## config.mk

```make
export PLATFORM = sky130hd
export DESIGN_NAME = fetch_stage
export DESIGN_NICKNAME = d
export VERILOG_FILES = /design/src/rtl/fetch_pkg.sv /design/src/rtl/fetch_stage.sv /design/src/rtl/fetch_buffer.sv /design/src/rtl/fetch_addr_counter.sv /design/src/rtl/fetch_req_fsm.sv
export SDC_FILE = /design/constraint.sdc
export NUM_CORES = 1
export LEC_CHECK = 0
export BUFFER_PORTS_ARGS = -buffer_cell sky130_fd_sc_hd__buf_4
export CORE_UTILIZATION = 54
export CTS_CLUSTER_DIAMETER = 200
export DETAILED_ROUTE_END_ITERATION = 8
export MAX_ROUTING_LAYER = met4
export PLACE_DENSITY_LB_ADDON = 0.08
export SYNTH_ARGS = -nofsm -noshare
export SYNTH_HDL_FRONTEND = slang
export SYNTH_SLANG_ARGS = --single-unit
```

## constraint.sdc

```tcl
create_clock -name g_clk -period 10 [get_ports g_clk]
set_clock_uncertainty 0.2 [all_clocks]
set_input_delay 0 -clock g_clk [delete_from_list [all_inputs] [get_ports g_clk]]
set_output_delay 0 -clock g_clk [all_outputs]
set_load 0.01 [all_outputs]
```

## src/rtl/fetch_pkg.sv

```systemverilog
/*
 * Fetch stage shared definitions
 * Widths, FSM states, length codes and the structs passed between
 * the request FSM, the address counter and the halfword buffer
 */
package fetch_pkg;

    // Data and address width
    parameter int xlen_c = 32;

    // Request FSM states
    typedef enum logic [1:0] {
        ST_IDLE = 2'd0, // Nothing pending
        ST_REQ  = 2'd1, // imem_req high, waiting on gnt
        ST_RSP  = 2'd2  // Granted, rdata due this cycle
    } fetch_state_e;

    // Length of the instruction at the buffer head
    typedef enum logic [1:0] {
        LEN_NONE = 2'd0, // Buffer empty
        LEN_16   = 2'd1, // Compressed
        LEN_32   = 2'd2  // Low two bits are 11
    } instr_len_e;

    // Control flow change
    typedef struct packed {
        logic              req;
        logic [xlen_c-1:0] target;
    } cf_t;

    // Buffer write for this cycle
    typedef struct packed {
        logic              load4; // Whole word
        logic              load2; // Upper halfword only
        logic              err;
        logic [xlen_c-1:0] data;
    } buf_load_t;

    // To decode
    typedef struct packed {
        logic              valid;
        logic              error;
        logic [xlen_c-1:0] data;  // 16-bit instructions zero-extended
    } dec_out_t;

endpackage
```

## src/rtl/fetch_stage.sv

```systemverilog
/*
 * Instruction fetch stage
 * Word reads to instruction memory, redirects, halfword packing
 * into 16/32-bit instructions for decode
 */
`timescale 1ns/100ps

module fetch_stage import fetch_pkg::*; #(
    parameter logic [xlen_c-1:0] pc_reset_value = 32'h8000_0000
) (
    input  logic              g_clk,
    input  logic              g_resetn,
    input  cf_t               cf,         // Control flow change
    output logic              cf_ack,
    output logic              imem_req,
    output logic [xlen_c-1:0] imem_addr,
    input  logic              imem_gnt,
    input  logic              imem_error,
    input  logic [xlen_c-1:0] imem_rdata,
    input  logic              s0_flush,
    input  logic              s1_busy,    // Decode stall
    output dec_out_t          s1
);

    logic       cf_take;
    logic       req_take;
    buf_load_t  load;
    logic [2:0] n_depth;

    // --------------------------------------------------
    // Submodules

    fetch_req_fsm u_req_fsm (
        .g_clk      (g_clk),
        .g_resetn   (g_resetn),
        .cf_req     (cf.req),
        .cf_half    (cf.target[1]),
        .imem_gnt   (imem_gnt),
        .imem_error (imem_error),
        .imem_rdata (imem_rdata),
        .n_depth    (n_depth),
        .imem_req   (imem_req),
        .cf_ack     (cf_ack),
        .cf_take    (cf_take),
        .req_take   (req_take),
        .load       (load)
    );

    fetch_addr_counter #(
        .pc_reset_value (pc_reset_value)
    ) u_addr_counter (
        .g_clk     (g_clk),
        .g_resetn  (g_resetn),
        .cf_take   (cf_take),
        .cf_target (cf.target),
        .req_take  (req_take),
        .imem_addr (imem_addr)
    );

    fetch_buffer u_buffer (
        .g_clk    (g_clk),
        .g_resetn (g_resetn),
        .flush    (s0_flush),
        .load     (load),
        .consume  (!s1_busy),   // Gated with valid inside
        .out      (s1),
        .n_depth  (n_depth)
    );

endmodule

```

## src/rtl/fetch_buffer.sv

```systemverilog
/*
 * Fetch halfword buffer
 * Three halfword slots with per-slot error bits, hands whole 16 or
 * 32-bit instructions to decode and reports its next depth
 */
`timescale 1ns/100ps

module fetch_buffer import fetch_pkg::*; (
    input  logic       g_clk,
    input  logic       g_resetn,
    input  logic       flush,    // Empty now, this cycle's load ignored
    input  buf_load_t  load,
    input  logic       consume,  // Decode can take the head
    output dec_out_t   out,
    output logic [2:0] n_depth   // Depth after this cycle
);

    logic [15:0] hw_q [3];   // Slot 0 is the head
    logic [2:0]  err_q;
    logic [2:0]  depth_q;    // Halfwords held

    logic [15:0] n_hw [3];
    logic [2:0]  n_err;
    instr_len_e  len;
    logic [1:0]  pop_n;      // Halfwords leaving
    logic [1:0]  ld_n;       // Halfwords arriving
    logic [2:0]  rem;        // Depth after the pop

    // --------------------------------------------------
    // Head decode

    always_comb begin
        if (depth_q == 3'd0) begin
            len = LEN_NONE;
        end else if (hw_q[0][1:0] != 2'b11) begin
            len = LEN_16;
        end else begin
            len = LEN_32;
        end
    end

    // Whole instruction present
    assign out.valid = (len == LEN_16) || (len == LEN_32 && depth_q >= 3'd2);

    always_comb begin
        if (len == LEN_32) begin
            out.data  = {hw_q[1], hw_q[0]};
            out.error = err_q[0] | err_q[1];   // Either half bad
        end else begin
            out.data  = {16'h0000, hw_q[0]};   // Zero-extend compressed
            out.error = err_q[0];
        end
    end

    // --------------------------------------------------
    // Depth bookkeeping

    always_comb begin
        pop_n = 2'd0;
        if (consume && out.valid) begin
            pop_n = (len == LEN_32) ? 2'd2 : 2'd1;
        end
    end

    assign ld_n    = load.load4 ? 2'd2 : (load.load2 ? 2'd1 : 2'd0);
    assign rem     = depth_q - {1'b0, pop_n};
    assign n_depth = flush ? 3'd0 : rem + {1'b0, ld_n};

    // --------------------------------------------------
    // Slot contents

    always_comb begin
        n_hw  = hw_q;
        n_err = err_q;
        // Shift survivors down to the head
        for (int i = 0; i < 3; i++) begin
            if (i + pop_n < 3) begin
                n_hw[i]  = hw_q[i + pop_n];
                n_err[i] = err_q[i + pop_n];
            end
        end
        // Append behind the survivors
        for (int i = 0; i < 3; i++) begin
            if (load.load4 && i == rem) begin
                n_hw[i]  = load.data[15:0];
                n_err[i] = load.err;
            end
            if (load.load4 && i == rem + 3'd1) begin
                n_hw[i]  = load.data[31:16];
                n_err[i] = load.err;
            end
            if (load.load2 && i == rem) begin
                n_hw[i]  = load.data[31:16];   // Target is the upper half
                n_err[i] = load.err;
            end
        end
    end

    always_ff @(posedge g_clk) begin
        hw_q  <= n_hw;
        err_q <= n_err;
    end

    always_ff @(posedge g_clk) begin
        if (!g_resetn) begin
            depth_q <= 3'd0;
        end else begin
            depth_q <= n_depth;
        end
    end

    // FSM must never request into a full buffer
    assert property (@(posedge g_clk) disable iff (!g_resetn)
        depth_q <= 3'd3);

endmodule

```

## src/rtl/fetch_addr_counter.sv

```systemverilog
/*
 * Fetch address counter
 * Word-aligned fetch address, loaded on redirect, +4 per granted request
 */
`timescale 1ns/100ps

module fetch_addr_counter import fetch_pkg::*; #(
    parameter logic [xlen_c-1:0] pc_reset_value = 32'h8000_0000
) (
    input  logic              g_clk,
    input  logic              g_resetn,
    input  logic              cf_take,    // Redirect accepted
    input  logic [xlen_c-1:0] cf_target,
    input  logic              req_take,   // Request accepted
    output logic [xlen_c-1:0] imem_addr
);

    logic [xlen_c-1:0] addr_q;
    logic [xlen_c-1:0] next_seq; // Next sequential word

    assign next_seq  = addr_q + xlen_c'(4);
    assign imem_addr = addr_q;

    // --------------------------------------------------
    // Address update, redirect wins over advance

    always_ff @(posedge g_clk) begin
        if (!g_resetn) begin
            addr_q <= pc_reset_value;
        end else if (cf_take) begin
            addr_q <= {cf_target[xlen_c-1:2], 2'b00}; // Fetch containing word
        end else if (req_take) begin
            addr_q <= next_seq;
        end
    end

    // Bus only sees word addresses
    assert property (@(posedge g_clk) disable iff (!g_resetn)
        imem_addr[1:0] == 2'b00);

endmodule

```

## src/rtl/fetch_req_fsm.sv

```systemverilog
/*
 * Fetch request FSM
 * Raises word reads on the instruction bus, acks control flow changes
 * and marks each returning word as kept, dropped or upper-half only
 */
`timescale 1ns/100ps

module fetch_req_fsm import fetch_pkg::*; (
    input  logic              g_clk,
    input  logic              g_resetn,
    input  logic              cf_req,     // Redirect request
    input  logic              cf_half,    // Target bit 1
    input  logic              imem_gnt,
    input  logic              imem_error,
    input  logic [xlen_c-1:0] imem_rdata,
    input  logic [2:0]        n_depth,    // Buffer depth after this cycle
    output logic              imem_req,
    output logic              cf_ack,
    output logic              cf_take,    // Redirect accepted
    output logic              req_take,   // Request accepted
    output buf_load_t         load
);

    fetch_state_e state_q;
    fetch_state_e n_state;
    logic         room;    // Space for one more word
    logic         drop_q;  // Response due now is from the old path
    logic         mis_q;   // Next kept response starts mid-word
    logic         keep;    // Response due now goes to the buffer

    // --------------------------------------------------
    // Bus events

    assign imem_req = (state_q == ST_REQ);
    assign req_take = imem_req && imem_gnt;
    assign cf_ack   = !imem_req || imem_gnt; // Idle, or request leaving now
    assign cf_take  = cf_req && cf_ack;

    // Worst case a word adds two halfwords to three slots
    assign room = (n_depth <= 3'd1);

    always_comb begin
        n_state = state_q;
        case (state_q)
            ST_IDLE: if (room) n_state = ST_REQ;
            ST_REQ:  if (imem_gnt) n_state = ST_RSP;
            ST_RSP:  n_state = room ? ST_REQ : ST_IDLE; // Depth counts this rsp
            default: n_state = ST_IDLE;
        endcase
    end

    // --------------------------------------------------
    // Response handling

    // Stale if redirected at grant or right now
    assign keep = (state_q == ST_RSP) && !drop_q && !cf_take;

    assign load.load4 = keep && !mis_q;
    assign load.load2 = keep &&  mis_q;
    assign load.err   = imem_error;
    assign load.data  = imem_rdata;

    always_ff @(posedge g_clk) begin
        if (!g_resetn) begin
            state_q <= ST_IDLE;
            drop_q  <= 1'b0;
            mis_q   <= 1'b0;
        end else begin
            state_q <= n_state;
            drop_q  <= cf_take;             // Applies to rsp one cycle on
            if (cf_take) begin
                mis_q <= cf_half;           // Halfword-aligned target
            end else if (load.load2) begin
                mis_q <= 1'b0;              // First word of new path taken
            end
        end
    end

    // Request held until granted
    assert property (@(posedge g_clk) disable iff (!g_resetn)
        imem_req && !imem_gnt |=> imem_req);

    // Single outstanding, granted word still fits behind what is held
    assert property (@(posedge g_clk) disable iff (!g_resetn)
        req_take |-> n_depth <= 3'd1);

endmodule

```

# --- Word level (Yosys, flattened, before mapping) ---
# Index checks and enable logic that the tools add are counted.
op_classes:
  bitwise: 5
  addsub: 6
  magnitude_cmp: 11
  muxes: 55
  eq_ne: 11
  reduce_logical: 35
ops:
  columns: ["op", "count"]
  rows:
  - ["$mux W16", 18]
  - ["$ge A33 B3 Y1 const B", 3]
  - ["$bmux W16 S2", 3]
  - ["$not A32 Y33", 2]
  - ["$lt A32 B2 Y1 const B", 2]
  - ["$lt A32 B3 Y1 const B", 2]
  - ["$mux W32", 2]
  - ["$mux W33", 1]
  - ["$not A2 Y33", 1]
  - ["$add A32 B3 Y32 const B", 1]
  - ["$eq A1 B32 Y1 const A", 1]
  - ["$eq A2 B32 Y1 const A", 1]
  - ["$logic_not A32 Y1", 1]
  - ["$mux W1", 19]
  - ["$logic_and A1 B1 Y1", 17]
  - ["$mux W2", 7]
  - ["$reduce_bool A4 Y1", 3]
  - ["$bmux W1 S2", 3]
  - ["$logic_not A3 Y1", 2]
  - ["$pmux W2 S3", 1]
  - ["$logic_not A1 Y1", 5]
  - ["$add A3 B1 Y4 const B", 1]
  - ["$eq A2 B1 Y1 const B", 2]
  - ["$eq A2 B2 Y1 const B", 2]
  - ["20 further kinds", 23]
totals:
  input_bits: 71
  regBits: 90
  wordCells: 135

# --- Depth between registers and ports, before layout ---
# Gate-level depths: netlist of the first run.
logic_depth:
  ltp_word: 17
  depth_mapped: 13

# --- By module ---
# From an unflattened synthesis of the first run, not the netlist that was laid out.
unflattened:
  cells_unflattened: 675
  hier_area_um2: 6068.3
modules_own_cells:
  columns: ["mod", "area_each_um2", "instances", "cells_per_inst"]
  rows:
  - ["fetch_buffer", 3970.1, 1, 423]
  - ["fetch_addr_counter", 1661.6, 1, 199]
  - ["fetch_req_fsm", 432.9, 1, 52]
  - ["fetch_stage", 3.8, 1, 1]

# --- Worst setup path before layout of the first run ---
# Ideal clock, no wire load.
synth_timing:
  path_kind: "reg2reg"
  startpoint: "reg u_buffer.hw_q[32] (netlist name)"
  endpoint: "reg u_buffer.err_q[1], enable pin"
  stages_incl_launch_ff: 10
  path_buffers: 3
  path_slack_ns: 5.724
  setup_time_ns: 0.415
  t_required_ns: 9.385
  arrival_ns: 3.661
  path_cell_list: "edfxtp_1 > a21o_1 > nor2_1 > clkbuf_1 > inv_1 > ha_1 > clkbuf_1 > clkbuf_1 > nor2_1 > o21ai_0"
synth_via:
  elab_chain_len: 13
synth_lines:
  columns: ["element", "line_no", "source"]
  rows:
  - ["from (decl)", "fetch_buffer.sv:18", "logic [15:0] hw_q [3];"]
  - ["from (signal assigned)", "fetch_buffer.sv:100", "hw_q <= n_hw;"]
  - ["$ne A2 B2 Y1 *", "fetch_buffer.sv:35", "end else if (hw_q[0][1:0] != 2'b11) begin"]
  - ["$mux W2 *", "fetch_buffer.sv:35", null]
  - ["$mux W2 *", "fetch_buffer.sv:33", "if (depth_q == 3'd0) begin"]
  - ["$eq A2 B2 Y1", "fetch_buffer.sv:43, fetch_buffer.sv:61", null]
  - ["$logic_and A1 B1 Y1", "fetch_buffer.sv:43", "assign out.valid = (len == LEN_16) || (len == LEN_32 && depth_q >= 3'd2);"]
  - ["$logic_or A1 B1 Y1", "fetch_buffer.sv:43", null]
  - ["$logic_and A1 B1 Y1", "fetch_buffer.sv:60", "if (consume && out.valid) begin"]
  - ["$mux W2 *", "fetch_buffer.sv:60", null]
  - ["$sub A3 B2 Y3", "fetch_buffer.sv:66", "assign rem = depth_q - {1'b0, pop_n};"]
  - ["$add A3 B1 Y4", "fetch_buffer.sv:88", "if (load.load4 && i == rem + 3'd1) begin"]
  - ["$eq A1 B32 Y1", "fetch_buffer.sv:88", null]
  - ["$logic_and A1 B1 Y1", "fetch_buffer.sv:88", null]
  - ["$reduce_bool A4 Y1 (no line) *", null, null]
  - ["to (signal assigned)", "fetch_buffer.sv:101", "err_q <= n_err;"]
  - ["to (decl)", "fetch_buffer.sv:19", "logic [2:0] err_q;"]
# Every way passes the cells marked *; elsewhere a longest branch is shown, timed or not.
# A chain may end at the register's enable or synchronous reset.

==> impl_metrics.csv, run 1 <==
group,metric,value,unit
worst_setup_path,worstSetupPathType,"register to register",
power,power_switching,407,uW
min_path,worstHoldPathType,"primary input to register",
timing,finalSetupViolCount,0,
logic_synthesis,synthMuxAreaShare,0.0667,
grt,grt_max_degree,55,
logic_synthesis,synth_top_cell_area_share,0.247,
logic_synthesis,yosysWarnings,0,
place,gp_congestion,0.912,
logic_synthesis,ys.flop_type,"edfxtp_1",
logic_synthesis,async_reset_ff_frac,0,
routing,via_per_inst,6.46,
grt,grt_pass1_vias,6333,
logic_synthesis,yosys-top-cells-count,"78 x nand2_1, 51 x edfxtp_1, 47 x clkbuf_1, 43 x a31oi_1, 40 x nor2_1",
power,power_density,154,nW/um^2
clock_network,clkSinkCount,88,
clock_network,cts_buffers,9,
logic_synthesis,synth_xor_area_frac,0.0165,
worst_setup_path,critPathSlowestCell,"nand4_1",
final_layout,nNetsFinal,973,
clock_network,clk_pin_slew,0.07,ns
flow_run,cap_violations,0,
logic_synthesis,synth_most_common_cell,"nand2_1",
worst_setup_path,worstRegToRegCells,9,
timing,whs,0.0168,ns
worst_setup_path,crit_required,9.90,ns
timing,slew_viol_final,0,
die,initial_core_util,0.563,
logic_synthesis,synth_edf_count,51,
grt,overflow,0,
worst_setup_path,crit_cells,9,
worst_setup_path,crit_path_end,"u_buffer.hw_q[22]",
clock_network,worst_skew_pair.late_latency,0.35,ns
routing,postRouteAntennaNets,0,
worst_setup_path,end_kind,"register",
die,die-height,109,microns
logic_synthesis,synthCells,715,
routing,first_pass_iters,6,
clock_network,clock_path_buffers,2,
logic_synthesis,yosysTopAreaCell,"edfxtp_1",
status,status,"completed",
die,core_region_area,11000,sq um
routing,routedWlPerCell,19.6,microns
logic_synthesis,synth_fa_ha_area_frac,0.0165,
die,die-area,11900,sq um
logic_synthesis,synth_top_family_by_area,"simple AND/OR/NAND/NOR gates",
logic_synthesis,yosysUniqueCellTypes,66,
grt,gr-usage-all-layers,0.357,
logic_synthesis,synth.ff_latch_count,88,
grt,grt_pass1_wl,31.7,mm
timing,fmax,0.204,GHz
timing,fin_setup_tns,0,ns
power,clockPowerShare,0.249,
timing,period_minus_slack,4.91,ns
final_layout,drive_gt1_frac,0.223,
power,seqPwrFrac,0.462,
timing,fin_crit_sh,0.491,
place,hpwlAfterDp,12.5,mm
worst_setup_path,critPathLaunch,"u_buffer.hw_q[32]",
clock_network,h-tree-depth,3,
routing,vias,6722,
worst_setup_path,r2r_start,"u_buffer.hw_q[32]",
place,io_buffers,135,
timing,worst_pin_slew,1.20,ns
worst_setup_path,r2r_end,"u_buffer.hw_q[22]",
routing,wirelength,20.4,mm
final_layout,area_growth,34.9,%
routing,drtIter0Drc,493,
routing,drc_errors,0,
final_layout,num_antenna_cells,0,
die,rows,38,
logic_synthesis,synth_compound_area_frac,0.217,
die,die_w,109,microns
timing,rsz0062_at_grt,"false",
worst_setup_path,critical_path.cell_chain,"nand2_1 > nor3_1 > inv_1 > fa_1 > xor2_1 > nand4_1 > nand3_1 > a31oi_1 > dlygate4sd3_1",
die,io-pin-count,139,
power,sw_frac_of_total,0.316,
logic_synthesis,avgSynthCellArea,8.68,sq um
grt,antenna_found_initial,0,
worst_setup_path,regToRegSetupSlack,5.09,ns
timing,worst_slack,5.09,ns
power,ir_drop,102,uV
clock_network,cts_tree,"yes",
worst_setup_path,arrival,4.81,ns
worst_setup_path,cp_max_fo,16,
logic_synthesis,synth_area_leaders,"edfxtp_1 25%, dfxtp_1 12%, mux2_2 6.3%",
place,pre_cts_ws,5.34,ns
power,intPower,880,uW
logic_synthesis,yosysSeqAreaShare,0.366,
logic_synthesis,synth.cell_area,6210,sq um
place,dp.cells,922,
worst_setup_path,start_kind,"register",
power,p_leak,0.00316,uW
power,power.share.combinational,0.290,
logic_synthesis,post_synth_and_or_nand_nor_area_fraction,0.247,
timing,relSlewSlack,0.199,
worst_setup_path,critPathMaxStageDelay,0.87,ns
worst_setup_path,critPathTopFamily,"simple AND/OR/NAND/NOR gates",
timing,hold_viol_final,0,
worst_setup_path,crit_buf_inv,2,
final_layout,finalNonFillerCells,1040,
clock_network,cts_root_buffer,"clkbuf_16",
==> metrics by stage <==
step / utilization / power, uW / cell area (sq um)
floorplan: - / 814 / 6210
global placement: 0.642 / 912 / 7090
detailed placement: 0.642 / 930 / 7090
CTS: 0.759 / 1270 / 8370
global route: 0.759 / 1350 / 8370
finish: 0.759 / 1290 / 8370
==> sequential cells by signal, indices dropped and copies added (netlist names) <==
signal and cells:
u_addr_counter.imem_addr 30, u_buffer.depth_q 3, u_buffer.err_q 3, u_buffer.hw_q 48
u_req_fsm.drop_q 1, u_req_fsm.mis_q 1, u_req_fsm.state_q 2
==> cells by family after synthesis <==
kind of cell | Yosys count
AOI/OAI and AO/OA | 198
xor gates and xnor gates | 10
adders and majority gates | 7
buffers and inverters | 91
DFF | 88
muxes | 37
other | 1
and+or+nand+nor | 283
==> worst min path at each step <==
stage / startpoint / endpoint / slack [ns] / cells after the start
floorplan: s0_flush / u_buffer.depth_q[0] / -0.12 / 1
global placement: s0_flush / u_buffer.depth_q[0] / 0.003 / 2
detailed placement: s0_flush / u_buffer.depth_q[0] / 0.007 / 2
CTS: imem_rdata[6] / u_buffer.hw_q[6] / 0.01 / 4
global route: cf[32] / u_addr_counter.imem_addr[23] / 0.06 / 3
finish: imem_rdata[6] / u_buffer.hw_q[6] / 0.02 / 4
==> layout by cell type (no fill, tap or decap), types with 21 or more instances in the layout <==
cell type,synthesis,routed
a211oi_1,27,27
a21oi_1,29,28
a31oi_1,43,43
and2_1,21,21
buf_4,22,143
dfxtp_1,37,36
dlygate4sd3_1,0,102
edfxtp_1,51,51
mux2_2,35,35
nand2_1,78,78
nand3_1,36,36
nor2_1,40,40
==> per-layer routing <==
metal | track usage | wire, microns
met1 | 0.422 | 7830
met2 | 0.609 | 10300
met3 | 0.0502 | 1780
met4 | 0.148 | 501
met5 | - | 0
==> worst reg2reg max path, stage by stage (launching register included) <==
cell           delay [ns]
edfxtp_1             0.49
nand2_1              0.45
nor3_1               0.58
inv_1                0.17
fa_1                 0.46
xor2_1               0.35
nand4_1              0.87
nand3_1              0.41
a31oi_1              0.11
dlygate4sd3_1        0.58
==> power groups by stage <==
stage	combinational (uW)	clock, uW	sequential [uW]
2_1_floorplan	253	0	561
3_3_place_gp	323	0	589
3_5_place_dp	333	0	596
4_1_cts	366	321	588
5_1_grt	405	336	605
6_report	373	320	594
==> layout make-up <==
class	instances	area, sq um
inverter	14	52.6
clock buffer	12	246
tap	140	175
fill	821	2660
timing repair buffer	245	2090
multi-input combinational	537	3510
clock inverter	4	21.3
sequential	88	2270
==> timing repair <==
action / CTS / global route
endpoints found under the hold margin: 87 / 0
gates resized for setup: 0 / 0
buffers inserted: 0 / 0
hold buffers: 102 / 0
(Power assumes the default switching activity.)
==> inputs of run 2 (changes only) <==
- ABC_AREA: unset -> 1
- clock period: 10 -> 5.1 ns (I/O delays scaled with it)
==> run 2 against run 1 <==
Sequential share of layout area is 1.1 points lower; flip-flop and latch count stayed put; synthesized area is 6.8% higher; via count is 9.4% higher; clock-buffer cell count is 2 higher; critical path depth is 5 higher; maximum frequency is 21% higher; first-iteration DRC count is 69% higher; wire length is 0.57% higher; critical endpoint is now u_buffer.hw_q[36].
==> impl_metrics.csv, run 2 <==
group,metric,value,unit
status,status,"completed",
timing,period_minus_slack,4.04,ns
place,dp.cells,1266,
place,io_buffers,135,
clock_network,clkSinkCount,88,
timing,rsz0062_at_grt,"false",
worst_setup_path,cp_max_fo,17,
timing,finalSetupViolCount,0,
routing,drc_errors,0,
min_path,worstHoldPathType,"primary input to register",
final_layout,nNetsFinal,1296,
clock_network,clk_pin_slew,0.07,ns
timing,worst_pin_slew,1.02,ns
worst_setup_path,start_kind,"register",
grt,grt_pass1_wl,33.0,mm
timing,worst_slack,1.06,ns
logic_synthesis,synth_most_common_cell,"nand2_1",
timing,slew_viol_final,0,
timing,fin_setup_tns,0,ns
worst_setup_path,worstSetupPathType,"register to register",
logic_synthesis,yosysTopAreaCell,"edfxtp_1",
logic_synthesis,avgSynthCellArea,6.43,sq um
die,die_w,113,microns
worst_setup_path,critPathTopFamily,"buffers and inverters",
timing,relSlewSlack,0.318,
power,power.share.combinational,0.336,
final_layout,mostFrequentLayoutCells,"356 x nand2_1, 144 x buf_4, 126 x nor2_1, 121 x inv_1, 88 x dlygate4sd3_1",
logic_synthesis,async_reset_ff_frac,0,
logic_synthesis,ys.flop_type,"edfxtp_1",
worst_setup_path,worstRegToRegCells,14,
flow_run,cap_violations,0,
worst_setup_path,crit_buf_inv,5,
clock_network,ctsResizeCount,0,
grt,overflow,0,
place,pre_cts_ws,1.52,ns
logic_synthesis,synth_top_cell_area_share,0.231,
logic_synthesis,yosys-top-cells-count,"356 x nand2_1, 126 x nor2_1, 121 x inv_1, 74 x nand3_1, 53 x o21ai_0",
final_layout,drive_gt1_frac,0.173,
place,place_area,7550,sq um
die,die-height,113,microns
power,intPower,1760,uW
final_layout,largest_reg_flops,48,
power,ir_drop,156,uV
final_layout,area_growth,31.5,%
logic_synthesis,synth_area_leaders,"edfxtp_1 23%, nand2_1 20%, dfxtp_1 11%",
logic_synthesis,yosysSeqAreaShare,0.343,
routing,routedWlPerCell,15.0,microns
routing,via_per_inst,5.36,
power,clockPowerShare,0.249,
routing,postRouteAntennaNets,0,
logic_synthesis,synth_edf_count,51,
grt,gr-usage-all-layers,0.341,
power,sw_frac_of_total,0.331,
clock_network,h-tree-depth,3,
min_path,hold_depth,3,
timing,hold_viol_final,0,
die,core_region_area,12000,sq um
worst_setup_path,critPathMaxStageDelay,0.56,ns
final_layout,finalNonFillerCells,1371,
logic_synthesis,synthCells,1030,
logic_synthesis,synth.cell_area,6630,sq um
final_layout,regMostFlops,"u_buffer.hw_q",
worst_setup_path,crit_cells,14,
timing,fmax,0.247,GHz
worst_setup_path,critPathSlowestCell,"dlygate4sd3_1",
worst_setup_path,crit_required,5.00,ns
timing,fin_crit_sh,0.793,
routing,drtIter0Drc,835,
worst_setup_path,end_kind,"register",
power,seqPwrFrac,0.416,
grt,grt_max_degree,52,
place,hpwlAfterDp,13.2,mm
final_layout,finalInstanceArea,8720,sq um
logic_synthesis,synth.ff_latch_count,88,
final_layout,fill_cells,975,
clock_network,clock_path_buffers,2,
worst_setup_path,critical_path.cell_chain,"nand2_1 > inv_1 > a211oi_4 > ha_1 > inv_1 > fa_1 > nor2_2 > nand4_4 > nor2_4 > buf_4 > inv_1 > nand3_1 > nand2_1 > dlygate4sd3_1",
clock_network,cts_buffers,9,
worst_setup_path,cpMostUsedCell,"inv_1",
place,gp_congestion,0.953,
power,p_leak,0.00420,uW
worst_setup_path,arrival,3.95,ns
power,power_density,302,nW/um^2
die,io-pin-count,139,
clock_network,cts_root_buffer,"clkbuf_16",
routing,vias,7355,
die,rows,40,
grt,grt_pass1_vias,6920,
final_layout,layout_commonest_cell,"nand2_1",
die,die-area,12700,sq um
routing,wirelength,20.5,mm
power,power_switching,870,uW
logic_synthesis,yosysUniqueCellTypes,40,
clock_network,worst_skew_pair.late_latency,0.35,ns
grt,antenna_found_initial,1,
clock_network,cts_tree,"yes",
logic_synthesis,yosysWarnings,0,
routing,first_pass_iters,6,
die,initial_core_util,0.554,
[run 2: cell types whose count changed after synthesis, moves of 31 or more]
cell      change
a31oi_1      -40
clkbuf_1     -31
inv_1       +107
mux2_2       -35
nand2_1     +278
nand3_1      +38
nor2_1       +86
o21ai_0      +35
[run 2: worst paths after layout]
kind                                      from                            to  slack [ns]
hold / removal                          cf[32]              u_req_fsm.drop_q        0.14
setup / recovery             u_buffer.hw_q[32]             u_buffer.hw_q[36]        1.06
setup reg to reg             u_buffer.hw_q[32]             u_buffer.hw_q[36]        1.06
hold reg to reg   u_addr_counter.imem_addr[30]  u_addr_counter.imem_addr[30]        0.33
[run 2: final cells by class]
class	count	area, sq um	share of cell area
clock inverter	2	13.8	0.00158
multi-input combinational	755	3510	0.403
tap	147	184	0.0211
sequential	88	2270	0.261
timing repair buffer	232	1960	0.225
clock buffer	14	267	0.0306
inverter	132	500	0.0574
antenna	1	2.50	0.000287
[run 2: power by group through the flow]
stage	logic (uW)	clock network, uW	registers, uW
after CTS	870	651	1090
after floorplan	566	0	1070
after global placement	730	0	1100
after global routing	982	678	1110
final	884	653	1090
after detailed placement	748	0	1100
[run 2: cell families after synthesis]
logic type / Yosys count / share of synthesized area
compound gates: 139 / 0.127
fa+ha+maj: 7 / 0.0155
buf+inv: 188 / 0.128
flops: 88 / 0.343
other cells: 1 / 0.000566
simple gates: 607 / 0.386
[run 2: metrics by stage]
stage,total power (uW),hold WS (ns),util
floorplan,1630,-0.128,-
global placement,1830,-0.0237,0.631
detailed placement,1850,-0.0209,0.631
CTS,2610,0.144,0.728
global route,2770,0.191,0.729
finish,2630,0.136,0.729
[run 2: layer usage]
| metal | vias to the layer above | wire length [microns] | GRT usage |
|---|---|---|---|
| met4 | 0 | 700 | 0.163 |
| li1 | 3649 | - | - |
| met3 | 65 | 1750 | 0.0471 |
| met1 | 3270 | 8480 | 0.417 |
| met2 | 371 | 9610 | 0.558 |
| met5 | - | 0 | - |
[run 2: worst reg2reg max path: stages (launching register included)]
cell           delay, ns
edfxtp_1            0.46
nand2_1             0.12
inv_1               0.11
a211oi_4            0.19
ha_1                0.17
inv_1               0.05
fa_1                0.53
nor2_2              0.23
nand4_4             0.28
nor2_4              0.16
buf_4               0.28
inv_1               0.25
nand3_1             0.15
nand2_1             0.06
dlygate4sd3_1       0.56
[run 2: what timing repair did]
| action | in CTS | in global routing |
|---|---|---|
| setup buffers | 0 | 0 |
| hold buffers | 88 | 0 |
| hold endpoints to repair | 87 | 0 |
==> inputs of run 3 (changes only) <==
- ABC_AREA: 1 -> 0
- CORE_UTILIZATION: 54 -> 50
- clock period: 5.1 -> 3.55 ns (I/O delays scaled with it)
==> run 3 against run 2 <==
Global-route usage down 1.2 points; wire length fell by 1.3%; clock-buffer cell count down 1; maximum frequency increased by 22%; first-iteration DRC count shrank 36%; total power up 45%; sequential power grew 52%; worst setup slack lost 0.82 ns; register-to-register slack got worse by 0.82 ns; critical path type unchanged.
==> impl_metrics.csv, run 3 (same netlist as run 1, synthesis figures left out) <==
group,metric,value,unit
worst_setup_path,arrival,3.34,ns
worst_setup_path,r2r_start,"u_req_fsm.state_q[0]",
routing,postRouteAntennaNets,0,
routing,wirelength,20.3,mm
final_layout,drive_gt1_frac,0.242,
timing,relSlewSlack,0.217,
worst_setup_path,cp_max_fo,16,
clock_network,clk_pin_slew,0.06,ns
die,die-height,113,microns
grt,gr-usage-all-layers,0.329,
final_layout,mostFrequentLayoutCells,"154 x buf_4, 90 x dlygate4sd3_1, 77 x nand2_1, 51 x edfxtp_1, 43 x a31oi_1",
timing,worst_pin_slew,1.17,ns
timing,slew_viol_final,0,
timing,fin_crit_sh,0.933,
power,p_leak,0.00317,uW
final_layout,register_area,2270,sq um
final_layout,largest_reg_flops,48,
routing,first_pass_iters,5,
routing,vias,6679,
worst_setup_path,end_kind,"register",
clock_network,cts_root_buffer,"clkbuf_16",
min_path,hold_depth,4,
timing,period_minus_slack,3.31,ns
power,power_density,451,nW/um^2
power,clockPowerShare,0.283,
final_layout,nNetsFinal,973,
die,core_region_area,12100,sq um
final_layout,multiInputGateArea,3520,sq um
timing,whs,0.0352,ns
worst_setup_path,r2r_end,"u_addr_counter.imem_addr[30]",
grt,grt_pass1_vias,6577,
worst_setup_path,crit_required,3.58,ns
grt,grt_max_degree,53,
min_path,worstHoldPathType,"primary input to register",
final_layout,regMostFlops,"u_buffer.hw_q",
timing,hold_viol_final,0,
clock_network,cts_buffers,9,
timing,rsz0062_at_grt,"false",
worst_setup_path,worstSetupPathType,"register to register",
final_layout,fill_cells,926,
clock_network,clock_path_buffers,2,
power,sw_frac_of_total,0.302,
final_layout,num_antenna_cells,0,
status,status,"completed",
clock_network,worst_skew_pair.late_latency,0.35,ns
place,place_area,7220,sq um
routing,routedWlPerCell,19.0,microns
clock_network,h-tree-depth,3,
power,power_switching,1150,uW
die,die-area,12900,sq um
min_path,min_from,"cf[32]",
final_layout,area_growth,36.4,%
timing,worst_slack,0.238,ns
die,rows,40,
routing,drtIter0Drc,538,
grt,antenna_found_initial,0,
final_layout,layout_commonest_cell,"buf_4",
power,ir_drop,202,uV
power,seqPwrFrac,0.436,
min_path,worstHoldEndpoint,"u_addr_counter.imem_addr[2]",
die,initial_core_util,0.515,
place,gp_congestion,0.874,
timing,fmax,0.302,GHz
place,hpwlAfterDp,12.7,mm
clock_network,cts_tree,"yes",
place,io_buffers,135,
power,intPower,2660,uW
clock_network,clkSinkCount,88,
grt,grt_pass1_wl,32.5,mm
die,io-pin-count,139,
grt,overflow,0,
worst_setup_path,worstRegToRegCells,6,
final_layout,finalInstanceArea,8470,sq um
worst_setup_path,regToRegSetupSlack,0.24,ns
die,die_w,113,microns
place,pre_cts_ws,0.324,ns
routing,drc_errors,0,
routing,via_per_inst,6.25,
worst_setup_path,start_kind,"register",
power,power.share.combinational,0.281,
flow_run,cap_violations,0,
timing,fin_setup_tns,0,ns
timing,finalSetupViolCount,0,
==> run 3: metal layers <==
layer	share of wire	wire length, microns	vias to the layer above	global-route usage
met4	0.027	552	0	0.168
met3	0.073	1480	58	0.0478
met2	0.50	10200	386	0.550
met5	0	0	-	-
met1	0.40	8050	3152	0.388
li1	-	-	3083	-
==> run 3: what timing repair did <==
action	CTS	global route
resized for setup	0	1
setup endpoints to repair	0	1
endpoints found under the hold margin	87	0
setup buffers	0	0
hold buffers	90	0
==> run 3: critical path: stages, from the launching register on <==
cell,delay [ns]
dfxtp_1,0.50
or3b_1,0.53
and2_1,0.44
a31oi_1,0.28
dlygate4sd3_1,0.60
nand3b_1,0.08
dlygate4sd3_1,0.57
==> run 3: through the flow <==
stage,total power (uW),std cells,utilization
6_report,3820,1068,0.702
5_1_grt,3970,1068,0.702
4_1_cts,3790,1068,0.702
3_5_place_dp,2630,962,0.598
3_3_place_gp,2590,962,0.598
2_1_floorplan,2290,716,-
==> run 3: worst max-delay path by stage <==
stage / start / to / slack, ns / cells after the start
floorplan: u_buffer.hw_q[32] / u_buffer.hw_q[10] / 0.08 / 10
global placement: u_buffer.hw_q[32] / u_buffer.hw_q[24] / 0.41 / 9
detailed placement: u_buffer.hw_q[33] / u_buffer.hw_q[30] / 0.32 / 9
CTS: u_req_fsm.state_q[0] / u_addr_counter.imem_addr[12] / 0.24 / 7
global route: u_buffer.hw_q[33] / u_buffer.hw_q[31] / 0.0004 / 8
finish: u_req_fsm.state_q[0] / u_addr_counter.imem_addr[30] / 0.24 / 6
==> run 3: area by class of cell <==
type                       instances  area share
tap                              168      0.0248
inverter                          14     0.00621
clock inverter                     3     0.00488
multi-input combinational        537       0.416
timing repair buffer             245       0.244
clock buffer                      13      0.0358
sequential                        88       0.269
==> run 3: power by group through the flow <==
stage	Combinational, uW	Clock (uW)	Sequential, uW
4_1_cts	1060	1090	1650
3_5_place_dp	965	0	1660
3_3_place_gp	939	0	1650
5_1_grt	1160	1130	1690
6_report	1070	1080	1660
2_1_floorplan	713	0	1580
